[src/verilog/dma_pkg.sv]
// DMA datapath types: byte addresses, lengths and data words
// Burst request, completion metadata and the per-bank bus port structs

package dma_pkg;

  // Bytes per bank interleave region, one word
  localparam int unsigned word_bytes = 4;

  typedef logic [15:0] addr_t;
  typedef logic [15:0] len_t;
  typedef logic [31:0] word_t;

  // One copy request, byte offsets into the memory window
  typedef struct packed {
    addr_t src;
    addr_t dst;
    len_t  num_bytes;
  } burst_req_t;

  // trans_complete is a one-cycle pulse, backend_idle a level
  typedef struct packed {
    logic trans_complete;
    logic backend_idle;
  } meta_t;

  // Frontend to one bank, idx is the bank-local word index
  typedef struct packed {
    logic  valid;
    logic  write;
    addr_t idx;
    word_t wdata;
  } bank_req_t;

  // Bank to frontend, rdata arrives with rvalid one cycle after ready
  typedef struct packed {
    logic  ready;
    logic  rvalid;
    word_t rdata;
  } bank_rsp_t;

endpackage

[src/verilog/dma_stream_fork.sv]
// Valid/ready fork from one input to NoOutputs outputs
// Sent flag per output so every output takes each item once
`timescale 1ns/1ps

module dma_stream_fork #(
  parameter int unsigned NoOutputs = 4
) (
  input  logic                 clk_i,
  input  logic                 rst_i,
  input  logic                 valid_i,
  output logic                 ready_o,
  output logic [NoOutputs-1:0] valid_o,
  input  logic [NoOutputs-1:0] ready_i
);

  logic [NoOutputs-1:0] sent_q;
  logic [NoOutputs-1:0] taken;
  logic [NoOutputs-1:0] done_now;

  // Outputs that already took the item drop their valid
  assign valid_o  = {NoOutputs{valid_i}} & ~sent_q;
  assign taken    = valid_o & ready_i;
  assign done_now = sent_q | taken;

  // Upstream completes once the last outstanding output is taken
  assign ready_o = &done_now;

  always_ff @(posedge clk_i) begin
    if (rst_i) begin
      sent_q <= '0;
    end else if (valid_i) begin
      sent_q <= ready_o ? '0 : done_now;
    end
  end

  // After a handshake, that output stays quiet until the input item retires
  for (genvar i = 0; i < NoOutputs; i++) begin : g_once
    a_single_handshake: assert property (@(posedge clk_i) disable iff (rst_i)
      taken[i] && !(valid_i && ready_o) |=> !taken[i] until_with (valid_i && ready_o));
  end

endmodule

[src/verilog/dma_distributed_midend.sv]
// Splits one burst into a request per memory bank
// Combines per-bank completion and idle metadata into one status
`timescale 1ns/1ps

module dma_distributed_midend
  import dma_pkg::*;
#(
  parameter int unsigned NoBanks = 4
) (
  input  logic                     clk_i,
  input  logic                     rst_i,
  // From the frontend
  input  burst_req_t               burst_req_i,
  input  logic                     valid_i,
  output logic                     ready_o,
  output meta_t                    meta_o,
  // To the backends
  output burst_req_t [NoBanks-1:0] burst_req_o,
  output logic       [NoBanks-1:0] valid_o,
  input  logic       [NoBanks-1:0] ready_i,
  input  meta_t      [NoBanks-1:0] meta_i
);

  logic [NoBanks-1:0] complete_q;
  logic [NoBanks-1:0] idle_q;

  // One cycle behind the banks
  assign meta_o.trans_complete = &complete_q;
  assign meta_o.backend_idle   = &idle_q;

  always_ff @(posedge clk_i) begin
    if (rst_i) begin
      complete_q <= '0;
      idle_q     <= '1;
    end else begin
      for (int unsigned i = 0; i < NoBanks; i++) begin
        complete_q[i] <= complete_q[i] | meta_i[i].trans_complete;
        idle_q[i]     <= meta_i[i].backend_idle;
      end
      // All banks reported, start collecting the next copy
      if (meta_o.trans_complete) complete_q <= '0;
    end
  end

  dma_stream_fork #(
    .NoOutputs (NoBanks)
  ) i_stream_fork (
    .clk_i   (clk_i),
    .rst_i   (rst_i),
    .valid_i (valid_i),
    .ready_o (ready_o),
    .valid_o (valid_o),
    .ready_i (ready_i)
  );

  // Bank i starts one word further in, each bank gets an equal share
  always_comb begin
    for (int unsigned i = 0; i < NoBanks; i++) begin
      burst_req_o[i].src       = burst_req_i.src + addr_t'(i * word_bytes);
      burst_req_o[i].dst       = burst_req_i.dst + addr_t'(i * word_bytes);
      burst_req_o[i].num_bytes = len_t'(burst_req_i.num_bytes / NoBanks);
    end
  end

  a_len_multiple: assert property (@(posedge clk_i) disable iff (rst_i)
    valid_i |-> (burst_req_i.num_bytes % (NoBanks * word_bytes)) == 0);

endmodule

[config.mk]
export PLATFORM = sky130hd
export DESIGN_NAME = dma_distributed_midend
export DESIGN_NICKNAME = d
export VERILOG_FILES = /design/src/verilog/dma_pkg.sv /design/src/verilog/dma_stream_fork.sv /design/src/verilog/dma_distributed_midend.sv
export SDC_FILE = /design/constraint.sdc
export NUM_CORES = 1
export LEC_CHECK = 0
export ABC_CLOCK_PERIOD_IN_PS = 1200
export BUFFER_PORTS_ARGS = -buffer_cell sky130_fd_sc_hd__buf_2
export CORE_AREA = 3 3 100 102
export DETAILED_ROUTE_END_ITERATION = 8
export DIE_AREA = 0 0 103 105
export GPL_ROUTABILITY_DRIVEN = 0
export PLACE_DENSITY = 0.68
export SYNTH_ARGS = -nofsm -noshare
export SYNTH_HDL_FRONTEND = slang
export SYNTH_SLANG_ARGS = --single-unit
[constraint.sdc]
create_clock -name clk_i -period 1.2 [get_ports clk_i]
set_input_delay 0.12 -clock clk_i [delete_from_list [all_inputs] [get_ports clk_i]]
set_output_delay 0.12 -clock clk_i [all_outputs]
set_load 0.02 [all_outputs]
==> impl_metrics.tcl <==
set metrics [dict create \
    cp.arrival_ns 1.27 \
    synthesis.instances 353 \
    rsz0062_at_grt "true" \
    track_usage 0.1639 \
    regArea_um2 245.2 \
    power.total_mw 2.703 \
    fin_crit_sh 1.162 \
    setup_slack_ns -0.1949 \
    cp_data_required_time_ns 1.08 \
    p_int_mw 1.537 \
    yosys-top-cells-count "buf_4, xor2_1, xnor2_1" \
    final_nets 551 \
    portBuffers 161 \
    p_comb_frac 0.677 \
    cts_root_buf "clkbuf_8" \
    max_stage_delay_ns 0.18 \
    synth_top_flop_cell "dfxtp_1" \
    status "finished, violations left" \
    synthTopCellsByArea "buf_4, xor2_1, xnor2_1" \
    grt_first_pass_wirelength_mm 14.51 \
    nFillCells 793 \
    firstDrtPassIters 4 \
    fmax_mhz 716.9 \
    cap_violations 0 \
    met1_usage 0.1675 \
    hold_viol 0 \
    drc_errors 0 \
    grt_max_degree 12 \
    clock-sinks 12 \
    cp.buffers_inverters 5 \
    numCtsBuffers 3 \
    cp_common_cell "buf_12" \
    initial_core_util 0.2888 \
    synth.avg_cell_area_um2 7.525 \
    stdcell_count 590 \
    synth-edff-count 0 \
    crit_chain "buf_8 -> clkinvlp_4 -> ha_4 -> a21oi_4 -> buf_12 -> buf_12 -> nor3_4 -> xor2_2 -> buf_6" \
    seq_power_share 0.164 \
    fp.dieW_um 103 \
    yosysMostFrequentCell "buf_4" \
    via_per_inst 4.661 \
    hold_path_class "in -> reg" \
    cts.htree.levels 1 \
    yosys.area.top_type "buf_4" \
    clk_latency_ns 0.24 \
    critPathMaxFanout 5 \
    fin_crit_ns 1.395 \
    dp_cells 559 \
    ys_types 32 \
    synth_area_mm2 0.002656 \
    swShare 0.4313 \
    vias 2750 \
    grt-ovfl-total 0 \
    slowest_stage "nor3_4" \
    routed_wirelength_mm 9.814 \
    ios 262 \
    pwr_density_cell_mw_per_mm2 571.3 \
    ir_drop_uv 618.9 \
    multi_input_area_mm2 0.002276 \
    wire_per_inst_um 16.63 \
    worst-setup-path-type "in -> out" \
    seq_area_frac_synth 0.09044 \
    synthArstFlopShare 0 \
    setup_viol 38 \
    n_antenna_cell 0 \
    cts_tree "built" \
    cp-start-kind "input pin" \
    area_delta_synth_final_pct 78.14 \
    hpwl_mm 6.823 \
    grt_pass1_vias 2865 \
    p_clk_frac 0.159 \
    die_y_um 105 \
    endpoint_kind "output port" \
    power.switching_mw 1.166 \
    num_rows 35 \
    clock_skew_ns 0.0001624 \
    top_usage_layer "met2" \
    ant_nets 0 \
    slew_violations 0 \
    yosys_warnings 0 \
    grtUsageMet2 0.3226 \
    clock_path_buffers 2 \
    crit_family "buffers and inverters" \
    violations "negative setup slack" \
    use_met3 0.02136 \
    ys_ff_latch 12 \
    fp.coreArea_mm2 0.009196 \
    leakage_nw 2.273 \
    die_area_mm2 0.01082 \
    netlist.area_leader.share 0.3278 \
    antenna_found_initial 0 \
    clkTransAtPathRegs_ns 0.05 \
    drive_gt1_frac 0.7766 \
    drt_iter0_drc 45 \
]
-- cells by family after synthesis --
| family | after synthesis | synth area share |
|---|---|---|
| other | 1 | 0.001412 |
| XOR/XNOR | 70 | 0.2308 |
| AO/OA/AOI/OAI | 14 | 0.03297 |
| adder cells (fa/ha/maj) | 8 | 0.03768 |
| buffers and inverters | 143 | 0.3712 |
| flip-flops | 12 | 0.09044 |
| AND/OR/NAND/NOR | 105 | 0.2355 |
-- repair_timing --
| action | 4_1_cts | 5_1_grt |
|---|---|---|
| buffers inserted | 22 | 8 |
| pin swaps | 52 | 54 |
| resized for setup | 153 | 77 |
| hold buffers | 0 | 0 |
| endpoints found under the setup margin | 64 | 57 |
-- placed cells by master, fill, tap and decap left out, drive strengths merged --
master,n
nor2,16
inv,8
o21ai,1
buf,248
and4,6
xor2,40
conb,8
dfxtp,12
xnor2,30
nor4,6
nor2b,4
clkinvlp,1
nand3,10
nand4,17
o22ai,1
and2,2
or3,1
a211oi,1
nor3,22
or2,4
a21oi,7
nand3b,1
ha,8
nand2,16
o21a,4
clkbuf,5
-- worst paths after layout --
check / cells past startpoint / slack [ns] / startpoint / end
setup / recovery: 9 / -0.19 / burst_req_i[35] / burst_req_o[185]
hold / removal: 2 / 0.06 / meta_i[4] / idle_q[2]$_SDFF_PP1_
setup reg to reg: 4 / 0.14 / i_stream_fork.sent_q[1]$_SDFFE_PP0P_ / i_stream_fork.sent_q[3]$_SDFFE_PP0P_
hold reg to reg: 1 / 0.46 / complete_q[1]$_SDFF_PP0_ / complete_q[1]$_SDFF_PP0_
-- layer usage --
layer  vias to the layer above  wire [µm]
met4                         0        262
met1                      1314       3437
met3                        31        607
met5                         -          0
li1                       1262          -
met2                       143       5506
-- state kept, by name, summed over array words and instances, names as in the netlist --
signal	flops
complete_q	4
i_stream_fork.sent_q	4
idle_q	4
-- metrics by stage --
step	utilization	area [µm²]	worst slack (ns)	hold slack, ns	TNS (ns)
4_1_cts	0.4752	4370	-0.2395	0.05724	-3.219
6_report	0.5146	4732	-0.1949	0.06169	-3.040
2_1_floorplan	-	3082	-0.1067	0.2238	-1.081
3_3_place_gp	0.3852	3542	-0.2238	0.2403	-7.815
5_1_grt	0.5146	4732	-0.2424	0.07036	-5.069
3_5_place_dp	0.3852	3542	-0.2846	0.2403	-9.160
-- power by group through the flow --
stage	Combinational [mW]	Sequential (mW)	Clock, mW
finish	1.83	0.444	0.430
global route	1.93	0.447	0.451
CTS	1.67	0.443	0.444
detailed placement	1.39	0.448	0
global placement	1.37	0.446	0
floorplan	1.27	0.444	0
-- final cells by class --
| type | count | area share |
|---|---|---|
| inverters | 9 | 0.009519 |
| flip-flops and latches | 12 | 0.05182 |
| well taps | 111 | 0.02935 |
| clock buffers | 4 | 0.01163 |
| repair buffers | 249 | 0.4167 |
| multi-input cells | 205 | 0.4810 |
Note: power is estimated with default switching activity, not from simulation.
