[src/verilog/dma_pkg.sv]
// DMA datapath types: byte addresses, lengths and data words
// Burst request, completion metadata and the per-bank bus port structs

package dma_pkg;

  // Bytes per bank interleave region, one word
  localparam int unsigned word_bytes = 4;

  typedef logic [15:0] addr_t;
  typedef logic [15:0] len_t;
  typedef logic [31:0] word_t;

  // One copy request, byte offsets into the memory window
  typedef struct packed {
    addr_t src;
    addr_t dst;
    len_t  num_bytes;
  } burst_req_t;

  // trans_complete is a one-cycle pulse, backend_idle a level
  typedef struct packed {
    logic trans_complete;
    logic backend_idle;
  } meta_t;

  // Frontend to one bank, idx is the bank-local word index
  typedef struct packed {
    logic  valid;
    logic  write;
    addr_t idx;
    word_t wdata;
  } bank_req_t;

  // Bank to frontend, rdata arrives with rvalid one cycle after ready
  typedef struct packed {
    logic  ready;
    logic  rvalid;
    word_t rdata;
  } bank_rsp_t;

endpackage

[src/verilog/dma_backend.sv]
// One bank of the scratchpad: word memory with synchronous read
// Copy FSM for this bank's share, bus port served only while idle
`timescale 1ns/1ps

module dma_backend
  import dma_pkg::*;
#(
  parameter int unsigned NoBanks   = 4,
  parameter int unsigned BankWords = 64
) (
  input  logic       clk_i,
  input  logic       rst_i,
  input  burst_req_t burst_req_i,
  input  logic       valid_i,
  output logic       ready_o,
  output meta_t      meta_o,
  input  bank_req_t  bank_req_i,
  output bank_rsp_t  bank_rsp_o
);

  localparam int unsigned AlignBytes = NoBanks * word_bytes;
  localparam int unsigned IdxW       = (BankWords > 1) ? $clog2(BankWords) : 1;

  typedef enum logic [1:0] {st_idle, st_read, st_write, st_done} state_e;

  state_e          state_q;
  addr_t           rd_idx_q, wr_idx_q, mem_idx;
  len_t            words_q;
  word_t           mem_q [BankWords];
  word_t           rd_data_q, mem_wdata;
  logic            mem_we, mem_re, rvalid_q;
  logic [IdxW-1:0] mem_addr;

  assign ready_o               = (state_q == st_idle);
  assign meta_o.trans_complete = (state_q == st_done);
  assign meta_o.backend_idle   = (state_q == st_idle);

  // Bus accesses stall for the whole copy
  assign bank_rsp_o.ready  = (state_q == st_idle);
  assign bank_rsp_o.rvalid = rvalid_q;
  assign bank_rsp_o.rdata  = rd_data_q;

  // Memory port mux between the bus and the copy
  always_comb begin
    mem_we    = 1'b0;
    mem_re    = 1'b0;
    mem_idx   = bank_req_i.idx;
    mem_wdata = bank_req_i.wdata;
    unique case (state_q)
      st_idle: begin
        mem_we = bank_req_i.valid && bank_req_i.write;
        mem_re = bank_req_i.valid && !bank_req_i.write;
      end
      st_read: begin
        mem_re  = 1'b1;
        mem_idx = rd_idx_q;
      end
      st_write: begin
        mem_we    = 1'b1;
        mem_idx   = wr_idx_q;
        mem_wdata = rd_data_q;
      end
      default: ;
    endcase
  end

  assign mem_addr = mem_idx[IdxW-1:0];

  always_ff @(posedge clk_i) begin
    if (mem_we) mem_q[mem_addr] <= mem_wdata;
    if (mem_re) rd_data_q <= mem_q[mem_addr];
  end

  always_ff @(posedge clk_i) begin
    if (rst_i) begin
      state_q  <= st_idle;
      rvalid_q <= 1'b0;
      rd_idx_q <= '0;
      wr_idx_q <= '0;
      words_q  <= '0;
    end else begin
      rvalid_q <= (state_q == st_idle) && bank_req_i.valid && !bank_req_i.write;
      unique case (state_q)
        st_idle: begin
          if (valid_i) begin
            // Byte offset to bank-local word index
            rd_idx_q <= addr_t'(burst_req_i.src / AlignBytes);
            wr_idx_q <= addr_t'(burst_req_i.dst / AlignBytes);
            words_q  <= len_t'(burst_req_i.num_bytes / word_bytes);
            state_q  <= (burst_req_i.num_bytes == '0) ? st_done : st_read;
          end
        end
        st_read: state_q <= st_write;
        st_write: begin
          rd_idx_q <= rd_idx_q + addr_t'(1);
          wr_idx_q <= wr_idx_q + addr_t'(1);
          words_q  <= words_q - len_t'(1);
          state_q  <= (words_q == len_t'(1)) ? st_done : st_read;
        end
        default: state_q <= st_idle;
      endcase
    end
  end

  // Relies on the range check upstream for copies and window decode for bus accesses
  a_idx_range: assert property (@(posedge clk_i) disable iff (rst_i)
    (mem_we || mem_re) |-> (mem_idx < BankWords));

endmodule

[config.mk]
export PLATFORM = sky130hd
export DESIGN_NAME = dma_backend
export DESIGN_NICKNAME = d
export VERILOG_FILES = /design/src/verilog/dma_pkg.sv /design/src/verilog/dma_backend.sv
export SDC_FILE = /design/constraint.sdc
export NUM_CORES = 2
export LEC_CHECK = 0
export ABC_AREA = 1
export BUFFER_PORTS_ARGS = -buffer_cell sky130_fd_sc_hd__buf_2
export CORE_ASPECT_RATIO = 1.25
export CORE_MARGIN = 2
export CORE_UTILIZATION = 45
export DETAILED_ROUTE_END_ITERATION = 8
export PLACE_DENSITY = 0.61
export SLEW_MARGIN = 30
export SYNTH_ARGS = -nofsm -noshare
export SYNTH_HDL_FRONTEND = slang
export SYNTH_SLANG_ARGS = --single-unit
[constraint.sdc]
create_clock -name clk_i -period 11.55 [get_ports clk_i]
set_input_delay 2.8875 -clock clk_i [delete_from_list [all_inputs] [get_ports clk_i]]
set_output_delay 2.8875 -clock clk_i [all_outputs]
set_load 0.02 [all_outputs]
==> qor.csv <==
stage,metric,value,unit
status,result of the run,completed,
timing,setup TNS,0,ps
placed_design,HPWL after detailed placement,137000,um
drt,DR iter-0 viols,6690,
die,Die Y,509,um
final_layout,"most common cell after layout, fill and taps aside",nand2_1,
power,clock network power share,0.289,
clock_network,H-tree depth,4,
grt,total global-route track usage,0.243,
die,die footprint,0.207,mm2
power,Power Dens Cells,222,mW/mm2
timing,Worst Clk Skew,27.2,ps
timing,Worst Hold Slack,475,ps
setup_path,"Largest delay share family, worst path",buffers and inverters,
setup_path,most used cell along the critical path,nand2_1,
die,Boundary Pins,138,
grt,total gr overflow,0,
power,Leak,41.2,nW
grt,largest net degree at the start of global routing,158,
grt,number of global-route vias before repair,60553,
final_layout,Layout Cells excl Fill,11771,
final_layout,post-route cell area,0.101,mm2
synth,post-synth design cell area,0.0917,mm2
setup_path,Slowest cell on crit path,buf_4,
timing,post-route clock period utilization,0.619,
timing,Least-Margin Pin Slew,1030,ps
timing,min Tclk post-route,7150,ps
synth,synth unique cells,38,
clock_network,cts bufs inserted,196,
clock_network,CTS tree,done,
placed_design,port bufs,107,
worst_hold_path,Hold Startpoint,words_q[11],
clock_network,root buffer cell,clkbuf_16,
power,overall power,22.4,mW
drt,total wire length,254000,um
clock_network,CTS Sinks,2111,
timing,Fmax achieved,140,MHz
setup_path,Setup CP Type,input pin to flop,
power,switching share of total power,0.367,
synth,Yosys warnings,0,
die,Die W,408,um
setup_path,CP peak stage delay,860,ps
placed_design,GP Congestion,0.886,
setup_path,Crit. End Element,flop,
synth,post-synthesis sequential area ratio,0.688,
die,starting density of the core,0.452,
clock_network,CTS Hold Bufs,0,
timing,Fin. Hold Viols,0,
power,Max VDD drop,0.184,mV
final_layout,Layout Area Growth over Synthesis,10.1,%
clock_network,"Clk Latency, worst-skew pair",850,ps
final_layout,share of cells above drive strength 1,0.0762,
timing,Final WS setup,4400,ps
timing,Final setup viols,0,
die,Core Region,0.203,mm2
drt,DRT antenna net count,0,
synth,"Primary FF master, synth",edfxtp_1,
grt,global-route wire length before repair,383000,um
timing,RSZ-0062 raised after global routing,false,
grt,antenna violations before repair,7,
setup_path,critical path peak fanout,145,
power,Comb pwr share,0.309,
final_layout,"commonest non-fill, non-tap cells in the layout","4930 x nand2_1, 2080 x edfxtp_1, 1009 x nand3_1, 199 x clkbuf_16, 156 x buf_4",
setup_path,CP arrival,7860,ps
synth,number of synthesized register bits,2111,
synth,post-synthesis net count,9082,
setup_path,Crit path buffers/inverters,4,
final_layout,Util after Layout,0.498,
clock_network,PostCTS Resize Cnt,0,
setup_path,worst setup path startpoint,bank_req_i[32],
placed_design,pre-CTS WS,3660,ps
clock_network,clk slew on worst S/H paths,60,ps
power,Internal,14.1,mW
drt,WL/cell,21.6,um
setup_path,origin of the critical flop-to-flop path,state_q[0],
drt,drt drc,0,
drt,DR pass1 iterations,8,
synth,syn avg cell area,10.2,um2
timing,worst rel slew slack,0.314,
setup_path,Worst EP required,12250,ps
synth,cells after synthesis,8972,
placed_design,placed insts,11405,
drt,Vias/cell,5.41,
synth,number of enable flip-flop cells after synthesis,2080,
synth,asr flop ratio synth,0,
clock_network,"Setup Fix Bufs, Post-CTS",0,
final_layout,Nets,9002,
power,part of the power in registers,0.402,
job,MaxCap Viol Count,0,
timing,"Slew Viols, Final",0,
power,switching power total,8.21,mW
placed_design,cell area after placement,0.0946,mm2
clock_network,maximum clock path buffer count,3,
setup_path,startpoint types,input pin,
setup_path,critical-path cell list,"buf_2, or2_4, nand2_8, buf_4, buf_12, buf_4, nand2_1, nand2_1, nand2_1, nand2_1, nand2_1, nand2_1, nand2_1, nand2_1, nor2_1, nand2_1",
die,row cnt,185,
drt,Vias,63671,
final_layout,# fillers,18047,
worst_hold_path,Hold Path Class,flop to flop,
## cells in the mapped netlist (all sizes together), types with 4 or more instances
cell	count	area [um2]
nand2	4963	18600
edfxtp	2080	62500
nand3	1011	5070
buf	470	2880
nor2	152	571
clkbuf	86	323
inv	43	161
o21ai	33	199
dfxtp	31	621
a21oi	30	150
nor3	16	158
nand4	13	81.3
o211ai	11	82.6
ha	9	113
xnor2	4	35.0
xor2	4	35.0
## state kept, by name, summed over array words and instances, names as in the netlist
register,cells
rvalid_q,1
state_q,2
rd_idx_q,6
words_q,16
rd_data_q,32
mem_q,2048
wr_idx_q,6
## power groups by stage
stage / Sequential, mW / Combinational (mW) / Clock (mW)
2_1_floorplan: 9.20 / 4.73 / 0
3_3_place_gp: 9.15 / 6.78 / 0
3_5_place_dp: 9.16 / 6.84 / 0
4_1_cts: 8.99 / 6.87 / 6.55
5_1_grt: 9.00 / 7.65 / 6.82
6_report: 8.99 / 6.91 / 6.46
## path summary, 6_finish.rpt
check                  end  slack (ps)  cells after the start
max          rd_data_q[21]        4400                     16
min            words_q[11]         480                      2
max reg2reg  rd_data_q[21]        4990                     17
min reg2reg    words_q[11]         480                      2
## area by class of cell
type | count | area [um2] | area share
Multi-Input combinational cell | 6261 | 25900 | 0.257
Tap cell | 2711 | 3390 | 0.0336
Clock buffer | 233 | 5110 | 0.0506
Sequential cell | 2111 | 63100 | 0.625
Timing Repair Buffer | 278 | 2010 | 0.0199
Clock inverter | 131 | 1220 | 0.0121
Inverter | 44 | 180 | 0.00179
Antenna cell | 2 | 5.00 | 0.0000496
## logic make-up (layout without fill, tap and decap cells)
family	Yosys count	after routing	synth area share
AOI/OAI and AO/OA	84	84	0.00549
and+or+nand+nor	6160	6160	0.268
adders and majority gates	9	9	0.00123
DFF	2111	2111	0.688
xor gates and xnor gates	8	8	0.000764
other	0	2	0
buffers and inverters	600	686	0.0367
## tightest hold or removal path, stage by stage (launching register included)
cell,delay [ps]
dfxtp_1,310
nand2_1,60
a21oi_1,50
## metal layers
metal	vias up	global-route usage	share of wire	wire (um)
li1	29693	-	-	-
met1	31185	0.333	0.42	106000
met2	2404	0.399	0.48	121000
met3	387	0.0394	0.077	19600
met4	2	0.0707	0.027	6750
met5	-	0.00460	0.00045	114
Power figures use the tool's default switching activity.
