===== src/verilog/dma_pkg.sv =====
// DMA datapath types: byte addresses, lengths and data words
// Burst request, completion metadata and the per-bank bus port structs

package dma_pkg;

  // Bytes per bank interleave region, one word
  localparam int unsigned word_bytes = 4;

  typedef logic [15:0] addr_t;
  typedef logic [15:0] len_t;
  typedef logic [31:0] word_t;

  // One copy request, byte offsets into the memory window
  typedef struct packed {
    addr_t src;
    addr_t dst;
    len_t  num_bytes;
  } burst_req_t;

  // trans_complete is a one-cycle pulse, backend_idle a level
  typedef struct packed {
    logic trans_complete;
    logic backend_idle;
  } meta_t;

  // Frontend to one bank, idx is the bank-local word index
  typedef struct packed {
    logic  valid;
    logic  write;
    addr_t idx;
    word_t wdata;
  } bank_req_t;

  // Bank to frontend, rdata arrives with rvalid one cycle after ready
  typedef struct packed {
    logic  ready;
    logic  rvalid;
    word_t rdata;
  } bank_rsp_t;

endpackage


===== src/verilog/dma_axil_pkg.sv =====
// AXI4-Lite request and response structs for the host port
// Register offsets and the start of the memory window

package dma_axil_pkg;

  typedef logic [15:0] axil_addr_t;
  typedef logic [31:0] axil_data_t;

  // Master to slave channels
  typedef struct packed {
    axil_addr_t awaddr;
    logic       awvalid;
    axil_data_t wdata;
    logic       wvalid;
    logic       bready;
    axil_addr_t araddr;
    logic       arvalid;
    logic       rready;
  } axil_req_t;

  // Slave to master channels, response is always OKAY
  typedef struct packed {
    logic       awready;
    logic       wready;
    logic       bvalid;
    logic       arready;
    logic       rvalid;
    axil_data_t rdata;
  } axil_rsp_t;

  // Register map
  localparam axil_addr_t reg_src  = 16'h0000;
  localparam axil_addr_t reg_dst  = 16'h0004;
  localparam axil_addr_t reg_len  = 16'h0008;
  // Write starts a copy; read gives {done count, 14'b0, error, busy}
  localparam axil_addr_t reg_ctrl = 16'h000C;

  // Scratchpad window, word w sits in bank w mod NoBanks
  localparam axil_addr_t mem_base = 16'h1000;

endpackage


===== src/verilog/dma_frontend.sv =====
// AXI4-Lite slave with src/dst/len/ctrl registers and done counter
// Request checking and launch, memory window routed to the banks
`timescale 1ns/1ps

module dma_frontend
  import dma_pkg::*;
  import dma_axil_pkg::*;
#(
  parameter int unsigned NoBanks   = 4,
  parameter int unsigned BankWords = 64
) (
  input  logic                    clk_i,
  input  logic                    rst_i,
  input  axil_req_t               axil_req_i,
  output axil_rsp_t               axil_rsp_o,
  output burst_req_t              burst_req_o,
  output logic                    burst_valid_o,
  input  logic                    burst_ready_i,
  input  meta_t                   meta_i,
  output bank_req_t [NoBanks-1:0] bank_req_o,
  input  bank_rsp_t [NoBanks-1:0] bank_rsp_i
);

  localparam int unsigned AlignBytes = NoBanks * word_bytes;
  localparam int unsigned WinBytes   = NoBanks * BankWords * word_bytes;
  localparam int unsigned BankSelW   = (NoBanks > 1) ? $clog2(NoBanks) : 1;

  typedef enum logic [2:0] {
    st_idle, st_mem_wr, st_mem_rd, st_mem_rdata, st_wresp, st_rresp
  } state_e;

  state_e              state_q;
  addr_t               src_q, dst_q;
  len_t                len_q;
  logic                error_q, launched_q, burst_valid_q, busy;
  logic [15:0]         done_cnt_q;
  burst_req_t          burst_req_q;
  logic [BankSelW-1:0] sel_bank_q;
  addr_t               sel_idx_q, take_off, take_word;
  axil_addr_t          take_addr;
  word_t               wdata_q, rdata_q, reg_rdata;
  logic                wr_take, rd_take, take_is_mem, ctrl_wr, req_ok;
  logic [16:0]         src_end, dst_end;

  // Writes win over reads when both are pending
  assign wr_take = (state_q == st_idle) && axil_req_i.awvalid && axil_req_i.wvalid;
  assign rd_take = (state_q == st_idle) && axil_req_i.arvalid && !wr_take;

  assign take_addr   = wr_take ? axil_req_i.awaddr : axil_req_i.araddr;
  assign take_off    = take_addr - mem_base;
  assign take_is_mem = (take_addr >= mem_base) && (take_off < WinBytes);
  assign take_word   = addr_t'(take_off / word_bytes);

  // Whole share per bank, both ranges inside the window
  assign src_end = {1'b0, src_q} + {1'b0, len_q};
  assign dst_end = {1'b0, dst_q} + {1'b0, len_q};
  assign req_ok  = (src_q % AlignBytes == 0) && (dst_q % AlignBytes == 0) &&
                   (len_q % AlignBytes == 0) && (src_end <= WinBytes) && (dst_end <= WinBytes);

  assign busy    = launched_q | ~meta_i.backend_idle;
  assign ctrl_wr = wr_take && !take_is_mem && (take_addr == reg_ctrl) && !busy;

  always_comb begin
    unique case (take_addr)
      reg_src:  reg_rdata = {16'h0, src_q};
      reg_dst:  reg_rdata = {16'h0, dst_q};
      reg_len:  reg_rdata = {16'h0, len_q};
      reg_ctrl: reg_rdata = {done_cnt_q, 14'h0, error_q, busy};
      default:  reg_rdata = '0;
    endcase
  end

  always_ff @(posedge clk_i) begin
    if (rst_i) begin
      state_q       <= st_idle;
      src_q         <= '0;
      dst_q         <= '0;
      len_q         <= '0;
      error_q       <= 1'b0;
      launched_q    <= 1'b0;
      burst_valid_q <= 1'b0;
      done_cnt_q    <= '0;
    end else begin
      if (burst_valid_q && burst_ready_i) burst_valid_q <= 1'b0;
      if (meta_i.trans_complete) begin
        launched_q <= 1'b0;
        done_cnt_q <= done_cnt_q + 16'd1;
      end
      if (ctrl_wr) begin
        // Bad request only flags, a good one clears the flag
        burst_valid_q <= req_ok;
        launched_q    <= req_ok;
        error_q       <= !req_ok;
      end
      unique case (state_q)
        st_idle: begin
          if (wr_take) begin
            state_q <= take_is_mem ? st_mem_wr : st_wresp;
            if (!take_is_mem && take_addr == reg_src) src_q <= addr_t'(axil_req_i.wdata);
            if (!take_is_mem && take_addr == reg_dst) dst_q <= addr_t'(axil_req_i.wdata);
            if (!take_is_mem && take_addr == reg_len) len_q <= len_t'(axil_req_i.wdata);
          end else if (rd_take) begin
            state_q <= take_is_mem ? st_mem_rd : st_rresp;
          end
        end
        st_mem_wr:    if (bank_rsp_i[sel_bank_q].ready) state_q <= st_wresp;
        st_mem_rd:    if (bank_rsp_i[sel_bank_q].ready) state_q <= st_mem_rdata;
        st_mem_rdata: if (bank_rsp_i[sel_bank_q].rvalid) state_q <= st_rresp;
        st_wresp:     if (axil_req_i.bready) state_q <= st_idle;
        st_rresp:     if (axil_req_i.rready) state_q <= st_idle;
        default:      state_q <= st_idle;
      endcase
    end
  end

  // Access payload and the launched request
  always_ff @(posedge clk_i) begin
    if (wr_take || rd_take) begin
      sel_bank_q <= BankSelW'(take_word % NoBanks);
      sel_idx_q  <= addr_t'(take_word / NoBanks);
      wdata_q    <= axil_req_i.wdata;
    end
    if (ctrl_wr) burst_req_q <= '{src: src_q, dst: dst_q, num_bytes: len_q};
    if (rd_take && !take_is_mem) begin
      rdata_q <= reg_rdata;
    end else if (state_q == st_mem_rdata && bank_rsp_i[sel_bank_q].rvalid) begin
      rdata_q <= bank_rsp_i[sel_bank_q].rdata;
    end
  end

  always_comb begin
    for (int unsigned b = 0; b < NoBanks; b++) begin
      bank_req_o[b].valid = (state_q == st_mem_wr || state_q == st_mem_rd) &&
                            (sel_bank_q == BankSelW'(b));
      bank_req_o[b].write = (state_q == st_mem_wr);
      bank_req_o[b].idx   = sel_idx_q;
      bank_req_o[b].wdata = wdata_q;
    end
  end

  assign burst_req_o   = burst_req_q;
  assign burst_valid_o = burst_valid_q;

  assign axil_rsp_o.awready = wr_take;
  assign axil_rsp_o.wready  = wr_take;
  assign axil_rsp_o.bvalid  = (state_q == st_wresp);
  assign axil_rsp_o.arready = rd_take;
  assign axil_rsp_o.rvalid  = (state_q == st_rresp);
  assign axil_rsp_o.rdata   = rdata_q;

  // Launched request held steady until the midend takes it
  a_burst_stable: assert property (@(posedge clk_i) disable iff (rst_i)
    burst_valid_o && !burst_ready_i |=> burst_valid_o && $stable(burst_req_o));

endmodule


===== config.mk =====
export PLATFORM = sky130hd
export DESIGN_NAME = dma_frontend
export DESIGN_NICKNAME = d
export VERILOG_FILES = /design/src/verilog/dma_pkg.sv /design/src/verilog/dma_axil_pkg.sv /design/src/verilog/dma_frontend.sv
export SDC_FILE = /design/constraint.sdc
export NUM_CORES = 1
export LEC_CHECK = 0
export BUFFER_PORTS_ARGS = -buffer_cell sky130_fd_sc_hd__buf_4
export CAP_MARGIN = 20
export CORE_AREA = 3 3 194 196
export CTS_CLUSTER_DIAMETER = 200
export DETAILED_ROUTE_END_ITERATION = 16
export DIE_AREA = 0 0 197 199
export GPL_TIMING_DRIVEN = 0
export RECOVER_POWER = 25
export SETUP_SLACK_MARGIN = 0.02
export SLEW_MARGIN = 0
export SYNTH_ARGS = -nofsm -noshare
export SYNTH_HDL_FRONTEND = slang
export SYNTH_SLANG_ARGS = --single-unit

===== constraint.sdc =====
create_clock -name clk_i -period 9.8 [get_ports clk_i]
set_input_delay 2.45 -clock clk_i [delete_from_list [all_inputs] [get_ports clk_i]]
set_output_delay 2.45 -clock clk_i [all_outputs]
set_load 0.02 [all_outputs]

==> results of run 1 <==
[cell usage in the layout (no fill, tap or decap), types with 5 or more instances in the layout]
cell,count
a211oi_1,7
a21o_1,9
a21oi_1,108
and3_1,10
buf_2,10
buf_4,588
buf_6,6
clkbuf_1,69
clkbuf_16,17
clkbuf_4,15
conb_1,16
dfxtp_1,70
diode_2,6
edfxtp_1,126
ha_1,39
inv_1,17
mux2i_1,11
mux4_2,36
nand2_1,238
nand2b_1,7
nand3_1,21
nand4_1,13
nor2_1,59
nor3_1,8
nor3b_1,6
nor4_1,14
o2111ai_1,5
o211ai_1,6
o21ai_0,36
o31ai_1,17
or3_1,5
xnor2_1,11
xor2_1,19
[area by class of cell]
| cell class | instances | area [um^2] |
|---|---|---|
| inverters | 19 | 73.8 |
| clock inverters | 15 | 184 |
| fillers | 3526 | 19800 |
| plain buffers | 211 | 1410 |
| well taps | 468 | 586 |
| clock buffers | 17 | 425 |
| multi-input cells | 773 | 5060 |
| repair buffers | 482 | 3550 |
| flip-flops and latches | 196 | 5180 |
| diodes | 6 | 15.0 |
[power groups by stage]
stage          Clock, mW  Sequential [mW]  Combinational (mW)
2_1_floorplan          0             1.19               0.713
3_3_place_gp           0             1.11                1.36
3_5_place_dp           0             1.10                1.39
4_1_cts            0.750             1.09                1.39
5_1_grt            0.784             1.11                1.44
6_report           0.733             1.09                1.36
[metal layers]
metal  vias up  GRT usage  part of all wire
met3        55     0.0564             0.073
li1       5130          -                 -
met1      5155      0.287              0.40
met5         -          0                 0
met2       445      0.388              0.49
met4         0     0.0834             0.029
[worst min-delay path, cell delays in order (launching register included)]
cell      delay (ns)
dfxtp_1         0.32
nand2b_1        0.06
a21oi_1         0.06
[path summary, 6_finish.rpt]
check                 start              to  slack, ns  cells past startpoint
max reg2reg      state_q[2]         error_q       5.24                     15
max          axil_req_i[19]  axil_rsp_o[35]       3.34                      6
min reg2reg      launched_q      launched_q       0.49                      2
min              launched_q      launched_q       0.49                      2
[cells by family after synthesis]
logic type               count (synthesis)  synth area share
buffers and inverters                  230             0.128
flip-flops                             196             0.444
multiplexers                            50            0.0827
adder cells (fa/ha/maj)                 41            0.0452
XOR/XNOR                                30            0.0225
AO/OA/AOI/OAI                          227             0.118
other                                    1          0.000321
AND/OR/NAND/NOR                        409             0.159
[registers in the layout, indices dropped and copies added, names as in the netlist, 12 cells and up]
register / flops
wdata_q: 32
sel_idx_q: 12
done_cnt_q: 16
src_q: 16
dst_q: 16
len_q: 16
rdata_q: 32
burst_req_o: 48
==> flow_summary.toml, run 1 <==
[status]
outcome = "complete, but fails checks"
violations = "max-capacitance violations, max-slew violations"

[worst_setup_path]
critical-path-max-stage-delay_ns = 0.53
critical_path_class = "input port to output port"
path_cells = "clkbuf_1, and3_1, clkbuf_1, clkbuf_1, buf_4, buf_4"
crit_fanout = 12
critical_path.top_delay_family = "buffers and inverters"
critPathSlowestCell = "clkbuf_1"
worstPathRequired_ns = 7.35
cp-start-kind = "input port"
critPathMostFrequentCell = "clkbuf_1"
endpoint_kind = "output port"
worstPathArrival_ns = 4.01
crit_buf_inv = 5

[grt]
grt.overflow.total = 0
antenna_found_initial = 7
grt_pass1_wl_um = 67200
grt_pass1_vias = 10800
track_usage = 0.230
grt_max_degree = 34

[clock_network]
htree_levels = 4
cts_tree = "yes"
clk_latency_ns = 0.46
clock_sinks = 196
clock_path_buffers = 2
cts_setup_buffers = 0
root_buffer = "clkbuf_16"
cts_resized = 0
cts.clk_slew.worst_paths_ns = 0.08
cts_buffers = 17
hold_buffers = 0

[yosys]
synth_area_leaders = "edfxtp_1, dfxtp_1, buf_4"
synth_cell_type_count = 73
netlist_area_um2 = 11700
synth.avg_cell_area_um2 = 9.86
synth_cells = 1184
yosys-top-cells-count = "nand2_1, buf_4, edfxtp_1"
synth_top_area_frac = 0.324
yosys_most_used_dff = "edfxtp_1"
async_flop_share = 0
yosysTopAreaCell = "edfxtp_1"
synth_edf_count = 126
ys_seq_area_frac = 0.444
synth_warnings = 0
synth-seq-cells = 196
synth.most_common_cell = "nand2_1"

[power_and_ir_drop]
ir_drop_mv = 0.124
p_leak_nw = 7.20
p_int_mw = 2.02
totalPowerFinal_mw = 3.19
pwr-share-seq = 0.343
power.switching_mw = 1.17
power_frac_clock = 0.230
combPwrFrac = 0.427
netSwitchingFraction = 0.366
power_density_nw_per_um2 = 193

[sta]
setup_ws_ns = 3.34
holdWs_ns = 0.492
period_share = 0.660
period_minus_slack_ns = 6.46
skew_ns = 0.0197
rsz0062_at_grt = "no"
setup-violations-final = 0
slew_headroom = -0.291
clock.fmax_mhz = 155
hold_viol = 0
final_max_slew_viol_count = 49
finalSetupTns_ns = 0
worst_pin_slew_ns = 1.94

[placement]
gp_congestion = 0.909
dp_cells = 2149
place_area_um2 = 16000
io_buffers = 476
dp_slack_ns = 3.57
detailed_place_hpwl_um = 38400

[die]
ios = 496
core_um2 = 36300
start_util = 0.322
die_w_um = 197
die_y_um = 199
die_area_um2 = 39200
row_count = 70

[detailed_routing]
post_drt_wl_per_cell_um = 21.2
post-route-drc-count = 0
wl_um = 46500
num_vias = 10800
antenna_left = 0
drtIter0Drc = 731
vias_per_cell = 4.93
drt-pass1-iter-count = 5

[layout]
area_growth_pct = 41.2
final_cells = 2187
drive_above_1_share = 0.414
final_area_um2 = 16500
nets = 1951
utilization = 0.455

[min_path]
hp-class = "flop to flop"

[job]
maxCapViolations = 2
Power figures use the tool's default switching activity.
==> run 2: changes to the inputs <==
clock period = 6.75 ns   (was 9.8 ns; I/O delays follow)
==> run 2 against run 1 <==
Wire length down 3.2%. Count of clock-buffer cells in the layout grew 1. The flow still finishes with violations (max-capacitance violations, max-slew violations). Utilization hardly changed. Clock skew is 0.0087 ns lower. Final area about the same. Total power up 44%. Largest cell class unchanged. Flip-flop and latch count unchanged. Global-route usage shrank 0.93 points. Via count shrank 0.20%.
==> flow_summary.toml, run 2 (synthesized netlist as in run 1, its figures left out) <==
[die]
die_w_um = 197
die_y_um = 199
ios = 496
core_um2 = 36300
die_area_um2 = 39200
row_count = 70
start_util = 0.322

[detailed_routing]
post_drt_wl_per_cell_um = 20.6
post-route-drc-count = 0
antenna_left = 0
drt-pass1-iter-count = 5
wl_um = 45000
drtIter0Drc = 629
vias_per_cell = 4.93
num_vias = 10800

[worst_setup_path]
cp-start-kind = "input port"
crit_end = "error_q"
critPathSlowestCell = "mux2i_1"
path_cells = "clkbuf_4, and3_1, clkbuf_1, mux2i_1, ha_1, nor3b_1, nand4_1, nor4_2, o2111ai_1, nor4_1, nand4_1, nand4bb_1, nor3b_1"
reg2reg_depth = 14
crit_fanout = 8
endpoint_kind = "flop"
startpoint = "axil_req_i[19]"
worstPathRequired_ns = 7.06
reg2reg_to = "error_q"
r2r_slack_ns = 2.31
timing.rr.start = "state_q[2]"
critical-path-max-stage-delay_ns = 0.43
worstPathArrival_ns = 5.42
critical_path_class = "input port to flop"

[power_and_ir_drop]
power_density_nw_per_um2 = 278
totalPowerFinal_mw = 4.58
ir_drop_mv = 0.161
p_leak_nw = 7.22

[clock_network]
cts_setup_buffers = 0
clock_sinks = 196
hold_buffers = 0
cts.clk_slew.worst_paths_ns = 0.07
clock_path_buffers = 2
cts_buffers = 17
cts_tree = "yes"
root_buffer = "clkbuf_16"
htree_levels = 4
clk_latency_ns = 0.46
cts_resized = 0

[grt]
track_usage = 0.221
grt.overflow.total = 0
antenna_found_initial = 3
grt_pass1_wl_um = 64700
grt_pass1_vias = 10500
grt_max_degree = 31

[min_path]
hp-class = "flop to flop"

[placement]
io_buffers = 476
dp_cells = 2147
detailed_place_hpwl_um = 36900
dp_slack_ns = 1.45
gp_congestion = 0.907

[layout]
layout_common_cells = "buf_4, nand2_1, edfxtp_1, a21oi_1, dfxtp_1"
final_cells = 2182
layout_commonest_cell = "buf_4"
utilization = 0.455
area_growth_pct = 41.2
drive_above_1_share = 0.414
nets = 1949
largest_register_ffs = 48

[sta]
period_minus_slack_ns = 5.11
setup-violations-final = 0
holdWs_ns = 0.478
clock.fmax_mhz = 196
final_max_slew_viol_count = 49
rsz0062_at_grt = "no"
worst_pin_slew_ns = 1.99
slew_headroom = -0.328
period_share = 0.757
hold_viol = 0
setup_ws_ns = 1.64
skew_ns = 0.0110

[status]
outcome = "complete, but fails checks"
violations = "max-capacitance violations, max-slew violations"

[job]
maxCapViolations = 2
==> run 2: cell types whose count changed in the layout (fill, tap and decap cells not counted), sizes merged <==
cell      before  now
bufinv         1    0
diode          6    3
inv           27   30
clkinv         5    3
clkbuf       101  102
clkinvlp       1    0
buf          609  607
==> run 2: layout make-up <==
cell class	instances	area, um^2
Fill cell	3525	19800
Sequential cell	196	5180
Multi-Input combinational cell	773	5070
Timing Repair Buffer	480	3560
Buffer	211	1410
Tap cell	468	586
Clock buffer	18	450
Clock inverter	14	148
Inverter	19	73.8
Antenna cell	3	7.51
==> run 2: worst min path at each step <==
stage	start	endpoint	slack, ns	cells past startpoint
after floorplan	launched_q	launched_q	0.45	2
after global placement	launched_q	launched_q	0.47	2
after detailed placement	launched_q	launched_q	0.47	2
after CTS	launched_q	launched_q	0.48	2
after global routing	launched_q	launched_q	0.49	2
final	launched_q	launched_q	0.48	2
==> run 2: power by group <==
part           internal (mW)  leakage, nW  switching (mW)
clock network          0.520        0.296           0.532
registers               1.48         1.87           0.102
logic                  0.921         5.05            1.03
total                   2.92         7.22            1.66
==> run 2: worst max-delay path: cells and delay by family <==
| family | cells | cell delay (ns) |
|---|---|---|
| compound gates | 1 | 0.30 |
| fa+ha+maj | 1 | 0.27 |
| buf+inv | 2 | 0.52 |
| mux | 1 | 0.43 |
| simple gates | 8 | 2.21 |
==> run 2: stage by stage <==
stage	TNS, ns	cell area (um^2)
floorplan	0	11700
global placement	-25.22	15900
detailed placement	0	16000
CTS	0	16600
global route	0	16500
finish	0	16500
==> run 2: layer usage <==
metal | track usage | part of all wire | vias to the layer above
met2 | 0.388 | 0.50 | 475
li1 | - | - | 5115
met5 | 0 | 0 | -
met4 | 0.0842 | 0.035 | 0
met1 | 0.266 | 0.40 | 5105
met3 | 0.0478 | 0.065 | 68
